`src/led_pkg.sv`:
```
// LED strip shared definitions

package led_pkg;

    // ============================================================
    // bus and colour widths
    // ============================================================

    localparam int word_w   = 32;  // one word on the LED bus
    localparam int color_w  = 24;  // blue, green, red as stored in the colour RAM
    localparam int bright_w = 5;   // global brightness field

    // ============================================================
    // frame constants
    // ============================================================

    // a frame opens with one word of zeros
    localparam logic [word_w-1:0] start_word = '0;

    // and closes with one word of ones, which pushes the last bits through the chain
    localparam logic [word_w-1:0] end_word = '1;

    // every LED word starts with three set bits
    localparam logic [2:0] led_header = 3'b111;

    // ============================================================
    // frame sequencer states
    // ============================================================

    typedef enum logic [2:0] {
        st_idle,     // waiting for a refresh
        st_start,    // start frame goes to the serializer
        st_read,     // colour read for the current LED
        st_load,     // LED word goes to the serializer
        st_wait_tx,  // serializer still shifting
        st_finish    // end frame goes to the serializer
    } seq_state_e;

endpackage

```
`src/led_color_ram.sv`:
```
// LED colour memory

`timescale 1ns/100ps

module led_color_ram import led_pkg::*; #(
    parameter  int num_leds = 12,
    localparam int addr_w   = (num_leds > 1) ? $clog2(num_leds) : 1
) (
    input  logic               ck,
    input  logic               rst_n,
    input  logic               wr_en,
    input  logic [addr_w-1:0]  wr_addr,
    input  logic [color_w-1:0] wr_data,
    input  logic               rd_en,
    input  logic [addr_w-1:0]  rd_addr,
    output logic [color_w-1:0] rd_data
);

    logic [color_w-1:0] mem [num_leds];

    always_ff @(posedge ck) begin
        if (wr_en && (wr_addr < num_leds)) begin  // addresses past the last LED are dropped
            mem[wr_addr] <= wr_data;
        end
    end

    // a read in the same cycle as a write to that address returns the old colour
    always_ff @(posedge ck or negedge rst_n) begin
        if (!rst_n) begin
            rd_data <= '0;
        end else if (rd_en) begin
            rd_data <= mem[rd_addr];
        end
    end

endmodule

```
`src/led_word_tx.sv`:
```
// LED bus word serializer

`timescale 1ns/100ps

module led_word_tx import led_pkg::*; #(
    parameter int ck_div = 2
) (
    input  logic              ck,
    input  logic              rst_n,
    input  logic              load,
    input  logic [word_w-1:0] word,
    output logic              led_data,
    output logic              led_ck,
    output logic              tx_busy
);

    localparam int presc_w = (ck_div > 1) ? $clog2(2 * ck_div) : 1;

    // prescale values at the end of the low half and of the whole bit
    localparam logic [presc_w-1:0] low_last = presc_w'(ck_div - 1);
    localparam logic [presc_w-1:0] bit_last = presc_w'(2 * ck_div - 1);

    logic [word_w-1:0]  shift_q;
    logic [presc_w-1:0] presc_q;
    logic [4:0]         bit_cnt_q;

    // the shift register only carries payload and the counters below frame it
    always_ff @(posedge ck) begin
        if (load && !tx_busy) begin
            shift_q <= word;
        end else if (tx_busy && (presc_q == bit_last)) begin
            shift_q <= {shift_q[word_w-2:0], 1'b0};
        end
    end

    // ============================================================
    // bit timing
    // ============================================================

    always_ff @(posedge ck or negedge rst_n) begin
        if (!rst_n) begin
            tx_busy   <= 1'b0;
            led_ck    <= 1'b1;  // idle bus clock is high
            led_data  <= 1'b0;
            presc_q   <= '0;
            bit_cnt_q <= '0;
        end else if (!tx_busy) begin
            if (load) begin  // first bit goes out with the falling led_ck
                tx_busy   <= 1'b1;
                led_ck    <= 1'b0;
                led_data  <= word[word_w-1];
                presc_q   <= '0;
                bit_cnt_q <= '0;
            end
        end else if (presc_q == low_last) begin
            led_ck  <= 1'b1;  // LEDs sample here
            presc_q <= presc_q + 1'b1;
        end else if (presc_q == bit_last) begin
            presc_q <= '0;
            if (bit_cnt_q == 5'd31) begin
                // the word is done so the clock stays high and the data line drops back to idle
                tx_busy  <= 1'b0;
                led_data <= 1'b0;
            end else begin
                led_ck    <= 1'b0;
                led_data  <= shift_q[word_w-2];
                bit_cnt_q <= bit_cnt_q + 1'b1;
            end
        end else begin
            presc_q <= presc_q + 1'b1;
        end
    end

endmodule

```
`src/led_frame_seq.sv`:
```
// LED frame sequencer

`timescale 1ns/100ps

module led_frame_seq import led_pkg::*; #(
    parameter  int num_leds = 12,
    localparam int addr_w   = (num_leds > 1) ? $clog2(num_leds) : 1
) (
    input  logic                ck,
    input  logic                rst_n,
    input  logic                refresh,
    input  logic [bright_w-1:0] brightness,
    output logic                frame_busy,
    output logic                rd_en,
    output logic [addr_w-1:0]   rd_addr,
    input  logic [color_w-1:0]  rd_data,
    output logic                load,
    output logic [word_w-1:0]   word,
    input  logic                tx_busy
);

    // word counter runs past the LEDs so it also marks the end frame
    localparam int cnt_w = $clog2(num_leds + 2);

    localparam logic [cnt_w-1:0] cnt_leds = cnt_w'(num_leds);
    localparam logic [cnt_w-1:0] cnt_end  = cnt_w'(num_leds + 1);

    seq_state_e          state_q;
    logic [cnt_w-1:0]    idx_q;
    logic [bright_w-1:0] bright_q;

    // the RAM samples the read while the FSM sits in st_read, so rd_data is ready in st_load
    assign rd_en   = (state_q == st_read);
    assign rd_addr = idx_q[addr_w-1:0];

    // brightness is held for the whole frame
    always_ff @(posedge ck) begin
        if ((state_q == st_idle) && refresh) begin
            bright_q <= brightness;
        end
    end

    // ============================================================
    // frame FSM
    // ============================================================

    always_ff @(posedge ck or negedge rst_n) begin
        if (!rst_n) begin
            state_q    <= st_idle;
            idx_q      <= '0;
            frame_busy <= 1'b0;
            load       <= 1'b0;
            word       <= '0;
        end else begin
            load <= 1'b0;  // load is a single-cycle strobe

            case (state_q)
                st_idle: begin
                    if (refresh) begin
                        frame_busy <= 1'b1;
                        state_q    <= st_start;
                    end
                end

                st_start: begin
                    load    <= 1'b1;
                    word    <= start_word;
                    idx_q   <= '0;
                    state_q <= st_wait_tx;
                end

                st_read: begin
                    state_q <= st_load;
                end

                st_load: begin
                    load    <= 1'b1;
                    word    <= {led_header, bright_q, rd_data};
                    idx_q   <= idx_q + 1'b1;
                    state_q <= st_wait_tx;
                end

                st_wait_tx: begin
                    // tx_busy only rises the cycle after load, so a pending load means not done
                    if (!load && !tx_busy) begin
                        if (idx_q == cnt_end) begin
                            frame_busy <= 1'b0;
                            state_q    <= st_idle;
                        end else if (idx_q == cnt_leds) begin
                            state_q <= st_finish;
                        end else begin
                            state_q <= st_read;
                        end
                    end
                end

                st_finish: begin
                    load    <= 1'b1;
                    word    <= end_word;
                    idx_q   <= idx_q + 1'b1;  // now equals cnt_end
                    state_q <= st_wait_tx;
                end

                default: begin
                    frame_busy <= 1'b0;
                    state_q    <= st_idle;
                end
            endcase
        end
    end

endmodule

```
`src/led_strip_top.sv`:
```
// LED strip driver top level

`timescale 1ns/100ps

module led_strip_top import led_pkg::*; #(
    parameter  int num_leds = 12,
    parameter  int ck_div   = 2,
    localparam int addr_w   = (num_leds > 1) ? $clog2(num_leds) : 1
) (
    input  logic                ck,
    input  logic                rst_n,
    input  logic                wr_en,
    input  logic [addr_w-1:0]   wr_addr,
    input  logic [color_w-1:0]  wr_data,
    input  logic                refresh,
    input  logic [bright_w-1:0] brightness,
    output logic                frame_busy,
    output logic                led_data,
    output logic                led_ck
);

    logic               rd_en;
    logic [addr_w-1:0]  rd_addr;
    logic [color_w-1:0] rd_data;
    logic               load;
    logic [word_w-1:0]  word;
    logic               tx_busy;

    // ============================================================
    // colour store, sequencer and serializer
    // ============================================================

    led_color_ram #(.num_leds(num_leds)) i_ram (
        .ck      (ck),
        .rst_n   (rst_n),
        .wr_en   (wr_en),
        .wr_addr (wr_addr),
        .wr_data (wr_data),
        .rd_en   (rd_en),
        .rd_addr (rd_addr),
        .rd_data (rd_data)
    );

    led_frame_seq #(.num_leds(num_leds)) i_seq (
        .ck         (ck),
        .rst_n      (rst_n),
        .refresh    (refresh),
        .brightness (brightness),
        .frame_busy (frame_busy),
        .rd_en      (rd_en),
        .rd_addr    (rd_addr),
        .rd_data    (rd_data),
        .load       (load),
        .word       (word),
        .tx_busy    (tx_busy)
    );

    led_word_tx #(.ck_div(ck_div)) i_tx (
        .ck       (ck),
        .rst_n    (rst_n),
        .load     (load),
        .word     (word),
        .led_data (led_data),
        .led_ck   (led_ck),
        .tx_busy  (tx_busy)
    );

endmodule

```
`config.mk`:
```
export PLATFORM = sky130hd
export DESIGN_NAME = led_strip_top
export DESIGN_NICKNAME = d
export VERILOG_FILES = /design/src/led_pkg.sv /design/src/led_color_ram.sv /design/src/led_word_tx.sv /design/src/led_frame_seq.sv /design/src/led_strip_top.sv
export SDC_FILE = /design/constraint.sdc
export NUM_CORES = 1
export LEC_CHECK = 0
export BUFFER_PORTS_ARGS = -buffer_cell sky130_fd_sc_hd__buf_2
export CAP_MARGIN = 20
export CORE_ASPECT_RATIO = 0.5
export CORE_MARGIN = 4
export CORE_UTILIZATION = 55
export DETAILED_ROUTE_END_ITERATION = 10
export HOLD_SLACK_MARGIN = 0.02
export PLACE_DENSITY = 0.72
export SLEW_MARGIN = 20
export SYNTH_ARGS = -nofsm -noshare
export SYNTH_HDL_FRONTEND = slang
export SYNTH_SLANG_ARGS = --single-unit
export TNS_END_PERCENT = 100
```
`constraint.sdc`:
```
create_clock -name ck -period 2.22 [get_ports ck]
set_input_delay 0.111 -clock ck [delete_from_list [all_inputs] [get_ports ck]]
set_output_delay 0.111 -clock ck [all_outputs]
set_load 0.05 [all_outputs]
```
==> results of run 1 <==
-- state kept, by name, summed over array words and instances, names as in the netlist, 3 cells and up --
name / count
i_seq.rd_addr: 4
i_tx.bit_cnt_q: 5
i_ram.rd_data: 24
i_seq.word: 30
i_ram.mem: 288
i_seq.bright_q: 5
i_tx.shift_q: 31
i_seq.state_q: 3
-- Yosys cell counts, drive strengths merged (2+ instances only) --
cell type    n  area share (%)
buf         36             1.7
nand2b       6            0.24
a21o        10            0.48
nor3         3           0.097
clkbuf      16            0.39
ha           8            0.64
xor2         2            0.11
nor2        52             1.3
inv          8            0.19
nor2b        7            0.28
and2         3            0.12
a21oi       51             1.6
nand3b       3            0.14
o21ai       10            0.32
and3         2           0.080
mux4        44             6.4
a31oi        3            0.12
or3b         2            0.11
edfxtp     324              63
dfrtp       72              12
nand2      100             2.4
mux2i       55             3.5
a22oi       37             1.8
nand3       19            0.61
mux2        30             2.2
-- layout make-up --
class                           count  area [um^2]  share of cell area [%]
Multi-Input combinational cell    462         3700                    20.6
Clock buffer                       42          933                    5.20
Inverter                            8         30.0                   0.167
Sequential cell                   397        11600                    64.5
Clock inverter                     21          248                    1.38
Tap cell                          382          478                    2.66
Timing Repair Buffer              119          988                    5.51
-- repair_timing --
| item | 4_1_cts | 5_1_grt |
|---|---|---|
| gates resized for setup | 0 | 0 |
| hold buffers | 31 | 0 |
| hold endpoints to repair | 345 | 0 |
| setup endpoints to repair | 0 | 0 |
-- worst reg2reg max path: stages, from the launching register on --
cell and delay [ns]:
dfrtp_1 0.41, ha_1 0.23, and3_1 0.21, ha_1 0.19
o21ai_0 0.44, nand2_1 0.21, nand2_1 0.12, o21ai_0 0.08
-- worst min path at each step --
| stage | endpoint | startpoint | slack, ns |
|---|---|---|---|
| after CTS | i_seq.word[25] | rst_n | 0.11 |
| after global routing | i_seq.word[25] | rst_n | 0.13 |
| final | i_seq.word[25] | rst_n | 0.11 |
| after floorplan | i_ram.rd_data[0] | rst_n | -0.18 |
| after detailed placement | i_seq.word[21] | rst_n | 0.11 |
| after global placement | i_seq.word[25] | rst_n | 0.11 |
-- layer usage --
metal	vias to the layer above	routed length, um	part of all wire, %
li1	3728	-	-
met4	0	500	1.5
met2	342	15400	47
met5	-	0	0
met3	42	2890	8.7
met1	4324	14300	43
-- cells by family (layout without fill, tap and decap cells) --
group | Yosys count | count (layout) | synth area share (%)
flip-flops | 397 | 397 | 74.3
AND/OR/NAND/NOR | 202 | 202 | 5.67
buffers and inverters | 60 | 190 | 2.25
multiplexers | 129 | 129 | 12.1
adder cells (fa/ha/maj) | 9 | 9 | 0.708
XOR/XNOR | 2 | 2 | 0.113
AO/OA/AOI/OAI | 120 | 120 | 4.83
-- stage by stage --
stage               instance area [um^2]  hold slack, ns  setup slack, ns  std cells
floorplan                          15600          -0.185            0.133        919
finish                             17900           0.111            0.210       1431
detailed placement                 16400           0.108            0.236       1337
global route                       17900           0.128           0.0477       1431
global placement                   16400           0.114            0.395       1337
CTS                                17900           0.112            0.221       1431
-- where the power goes --
part           switching [uW]  internal [uW]  total, uW
Sequential                677           9100       9780
Clock                    2620           3610       6230
Combinational            2240           1930       4170
==> out/qor.csv, run 1 <==
stage,metric,value,unit
run_status,status,completed,
yosys,syn_nets,964,
power,power,20200,uW
grt,grt_pass1_vias,8626,
worst_setup_path,crit_buf_inv,0,
worst_setup_path,crit_chain,"ha_1, and3_1, ha_1, o21ai_0, nand2_1, nand2_1, o21ai_0",
worst_setup_path,cp.arrival,2.40,ns
route,drt_first_pass_iters,5,
yosys,synthDistinctLibCells,49,
route,wl_per_cell,23.1,um
yosys,synthFlopType,edfxtp_1,
worst_setup_path,start_kind,register,
timing,finalHoldViolations,0,
grt,grt_overflow,0,
final_layout,final_util,64.6,%
power,vdd_drop_max,0.728,mV
place,portBuffers,39,
worst_setup_path,r2r_slack,0.21,ns
place,place.gp.congestion,0.780,
yosys,syn_area,15500,um^2
cts,cts_buffer_depth,3,
yosys,synth_edf_count,324,
floorplan,start_util,56.0,%
route,viasPerCell,5.90,
route,num_vias,8436,
final_layout,synthToLayoutAreaGrowth,15.4,%
final_layout,layout.nets,1068,
cts,numCtsBuffers,35,
grt,grt_max_degree,36,
floorplan,core_area,27800,um^2
power,leakage,0.00625,uW
cts,cts.clk_slew.worst_paths,0.06,ns
cts,cts.sinks,397,
worst_setup_path,crit_end,i_tx.bit_cnt_q[4],
final_layout,antennaDiodeCount,0,
timing,worstMarginPinSlew,0.662,ns
yosys,ys_ff_latch,397,
yosys,seq_area_frac_synth,74.3,%
route,drtIter0Drc,980,
timing,fin_crit_sh,90.5,%
worst_setup_path,worstReg2RegStart,i_tx.bit_cnt_q[0],
timing,max_slew_margin,55.9,%
timing,rsz0062_at_grt,false,
timing,min_period,2.01,ns
worst_setup_path,cpMaxStageDelayCell,o21ai_0,
floorplan,dieArea,31200,um^2
worst_setup_path,reg2regPathDepth,7,
timing,setup_tns,0,ns
route,drcViolationCount,0,
worst_setup_path,r2r_end,i_tx.bit_cnt_q[4],
floorplan,dieHeight,127,um
cts,cts_root_buf,clkbuf_16,
route,postRouteWirelength,33000,um
worst_setup_path,criticalPathCategory,reg2reg,
worst_hold_path,hold_path.class,in2async,
timing,setup_viol,0,
final_layout,layout-drive-gt1-share,22.4,%
worst_setup_path,crit_fanout,5,
yosys,yosys_warnings,0,
cts,htreeDepth,2,
timing,clock_skew,0.0139,ns
final_layout,nFillCells,1925,
timing,max_freq,498,MHz
worst_setup_path,required,2.61,ns
power,powerDensity,1120,nW/um^2
yosys,synth-async-reset-ratio,18.4,%
cts,cts_setup_buffers,0,
flow_run,max_cap_violations,0,
cts,cts_tree,built,
worst_setup_path,startpoint,i_tx.bit_cnt_q[0],
grt,grt.total_usage,21.7,%
yosys,syn_inst,919,
yosys,syn_area_per_cell,16.9,um^2
grt,grt_pass1_wl,50700,um
final_layout,layout.cells.most_common,edfxtp_1,
worst_setup_path,critPathTopFamily,simple AND/OR/NAND/NOR gates,
timing,slew_violations,0,
cts,clock_latency,0.52,ns
grt,met1_usage,32.1,%
worst_setup_path,path_depth,7,
grt,use_met3,4.25,%
floorplan,ios,40,
final_layout,layout_common_cells,"324 x edfxtp_1, 100 x nand2_1, 70 x dfrtp_1, 55 x mux2i_1, 51 x a21oi_1",
worst_setup_path,slowest_delay,0.44,ns
place,hpwl,18300,um
worst_setup_path,cp-end-kind,register,
grt,grt-busiest-layer,met2,
grt,met2_usage,34.1,%
grt,antenna_found_initial,1,
floorplan,rows,43,
route,ant_nets,0,
floorplan,die_w,246,um
Power figures use the tool's default switching activity.
==> run 2: changes to the inputs <==
CORE_ASPECT_RATIO = 1.25   (was 0.5)
CTS_BUF_LIST = sky130_fd_sc_hd__clkbuf_2 sky130_fd_sc_hd__clkbuf_4 sky130_fd_sc_hd__clkbuf_8   (was unset)
==> out/qor.csv, run 2 (same netlist as run 1, synthesis figures left out) <==
stage,metric,value,unit
timing,clock_skew,0.0149,ns
floorplan,dieHeight,196,um
worst_setup_path,cp-end-kind,register,
cts,cts_setup_buffers,0,
worst_setup_path,crit_fanout,5,
route,viasPerCell,5.83,
timing,worstMarginPinSlew,0.683,ns
worst_setup_path,required,2.67,ns
floorplan,core_area,27700,um^2
power,leakage,0.00628,uW
route,routed-wl-met3,1660,um
route,routed.top_layer,met4,
final_layout,layout.cells.most_common,edfxtp_1,
worst_hold_path,hold_path.class,in2async,
timing,finalHoldViolations,0,
route,ant_nets,0,
worst_setup_path,r2r_end,i_tx.bit_cnt_q[4],
final_layout,largest_reg_flops,288,
route,wl_per_cell,21.8,um
grt,antenna_found_initial,0,
timing,rsz0062_at_grt,false,
cts,cts_buffer_depth,3,
cts,htreeDepth,2,
route,drcViolationCount,0,
route,dr_wl_met2,16200,um
floorplan,start_util,56.0,%
run_status,status,completed,
timing,setup_tns,0,ns
cts,cts.clk_slew.worst_paths,0.06,ns
grt,grt_pass1_wl,49000,um
cts,clock_latency,0.59,ns
worst_setup_path,criticalPathCategory,reg2reg,
grt,grt_overflow,0,
power,vdd_drop_max,0.462,mV
final_layout,layout-drive-gt1-share,24.6,%
place,hpwl,17100,um
floorplan,dieArea,31000,um^2
worst_setup_path,worstReg2RegStart,i_tx.bit_cnt_q[0],
timing,max_slew_margin,54.5,%
cts,cts_tree,built,
final_layout,regMostFlops,i_ram.mem,
timing,max_freq,514,MHz
worst_setup_path,reg2regPathDepth,7,
place,place.gp.congestion,0.750,
cts,cts.sinks,397,
worst_setup_path,r2r_slack,0.27,ns
floorplan,die_w,158,um
route,drtIter0Drc,636,
final_layout,antennaDiodeCount,0,
worst_setup_path,cp.arrival,2.40,ns
grt,grt_max_degree,49,
route,postRouteWirelength,31300,um
grt,grt_pass1_vias,8882,
cts,numCtsBuffers,58,
cts,ctsResizeCount,0,
final_layout,synthToLayoutAreaGrowth,15.0,%
power,power,19500,uW
power,powerDensity,1090,nW/um^2
flow_run,max_cap_violations,0,
place,portBuffers,39,
final_layout,layout_common_cells,"324 x edfxtp_1, 100 x nand2_1, 70 x dfrtp_1, 64 x clkbuf_8, 55 x mux2i_1",
floorplan,rows,68,
timing,setup_viol,0,
timing,slew_violations,0,
timing,min_period,1.95,ns
route,drt-met1-wl,12800,um
timing,fin_crit_sh,87.7,%
cts,cts_hold_buffers,31,
final_layout,layout.nets,1087,
worst_setup_path,start_kind,register,
route,drt_first_pass_iters,5,
route,num_vias,8388,
floorplan,ios,40,
final_layout,top_regs,"i_ram.mem: 288 flops, i_tx.shift_q: 31 flops, i_seq.word: 30 flops",
grt,grt.total_usage,20.8,%
cts,cts_root_buf,clkbuf_8,
[run 2: worst max-delay path by stage]
stage	startpoint	end	slack [ns]	cells after the start
CTS	i_tx.bit_cnt_q[0]	i_tx.bit_cnt_q[4]	0.26	7
global route	i_tx.bit_cnt_q[0]	i_tx.bit_cnt_q[4]	0.1	7
finish	i_tx.bit_cnt_q[0]	i_tx.bit_cnt_q[4]	0.27	7
detailed placement	i_tx.bit_cnt_q[0]	i_tx.bit_cnt_q[4]	0.28	7
floorplan	wr_addr[3]	i_ram.mem[1][0]	0.13	2
global placement	i_seq.rd_addr[0]	i_ram.rd_data[4]	0.34	6
[run 2: final cells by class]
cell class / count / area (um^2)
clock inverter: 23 / 146
fill: 1925 / 9870
multi-input combinational: 462 / 3700
tap: 350 / 438
timing repair buffer: 115 / 971
inverter: 8 / 30.0
clock buffer: 83 / 1020
sequential: 397 / 11600
[run 2: stage by stage]
step                      utilization [%]  cells  hold WS, ns  setup slack, ns  instance area [um^2]
final                                64.4   1438       0.0954            0.274                 17900
after global placement               59.1   1301        0.196            0.344                 16400
after CTS                            64.4   1438       0.0888            0.260                 17900
after detailed placement             59.1   1301        0.186            0.284                 16400
after floorplan                         -    919       -0.185            0.133                 15600
after global routing                 64.4   1438        0.122           0.0991                 17900
[run 2: worst max-delay path, cell delays in order, from the launching register on]
cell and delay (ns):
dfrtp_1 0.40, ha_1 0.22, and3_1 0.21, ha_1 0.19, o21ai_0 0.43, nand2_1 0.21, nand2_1 0.10, o21ai_0 0.08
[run 2: metal layers]
metal | GRT usage (%) | vias up
li1 | - | 3775
met1 | 28.5 | 4344
met2 | 34.8 | 225
met3 | 3.40 | 44
met4 | 5.72 | 0
met5 | 0 | -
[run 2: power breakdown]
| part | internal [uW] | switching [uW] |
|---|---|---|
| Sequential | 9110 | 562 |
| Clock | 3180 | 2580 |
| Combinational | 1900 | 2130 |
| Total | 14200 | 5270 |
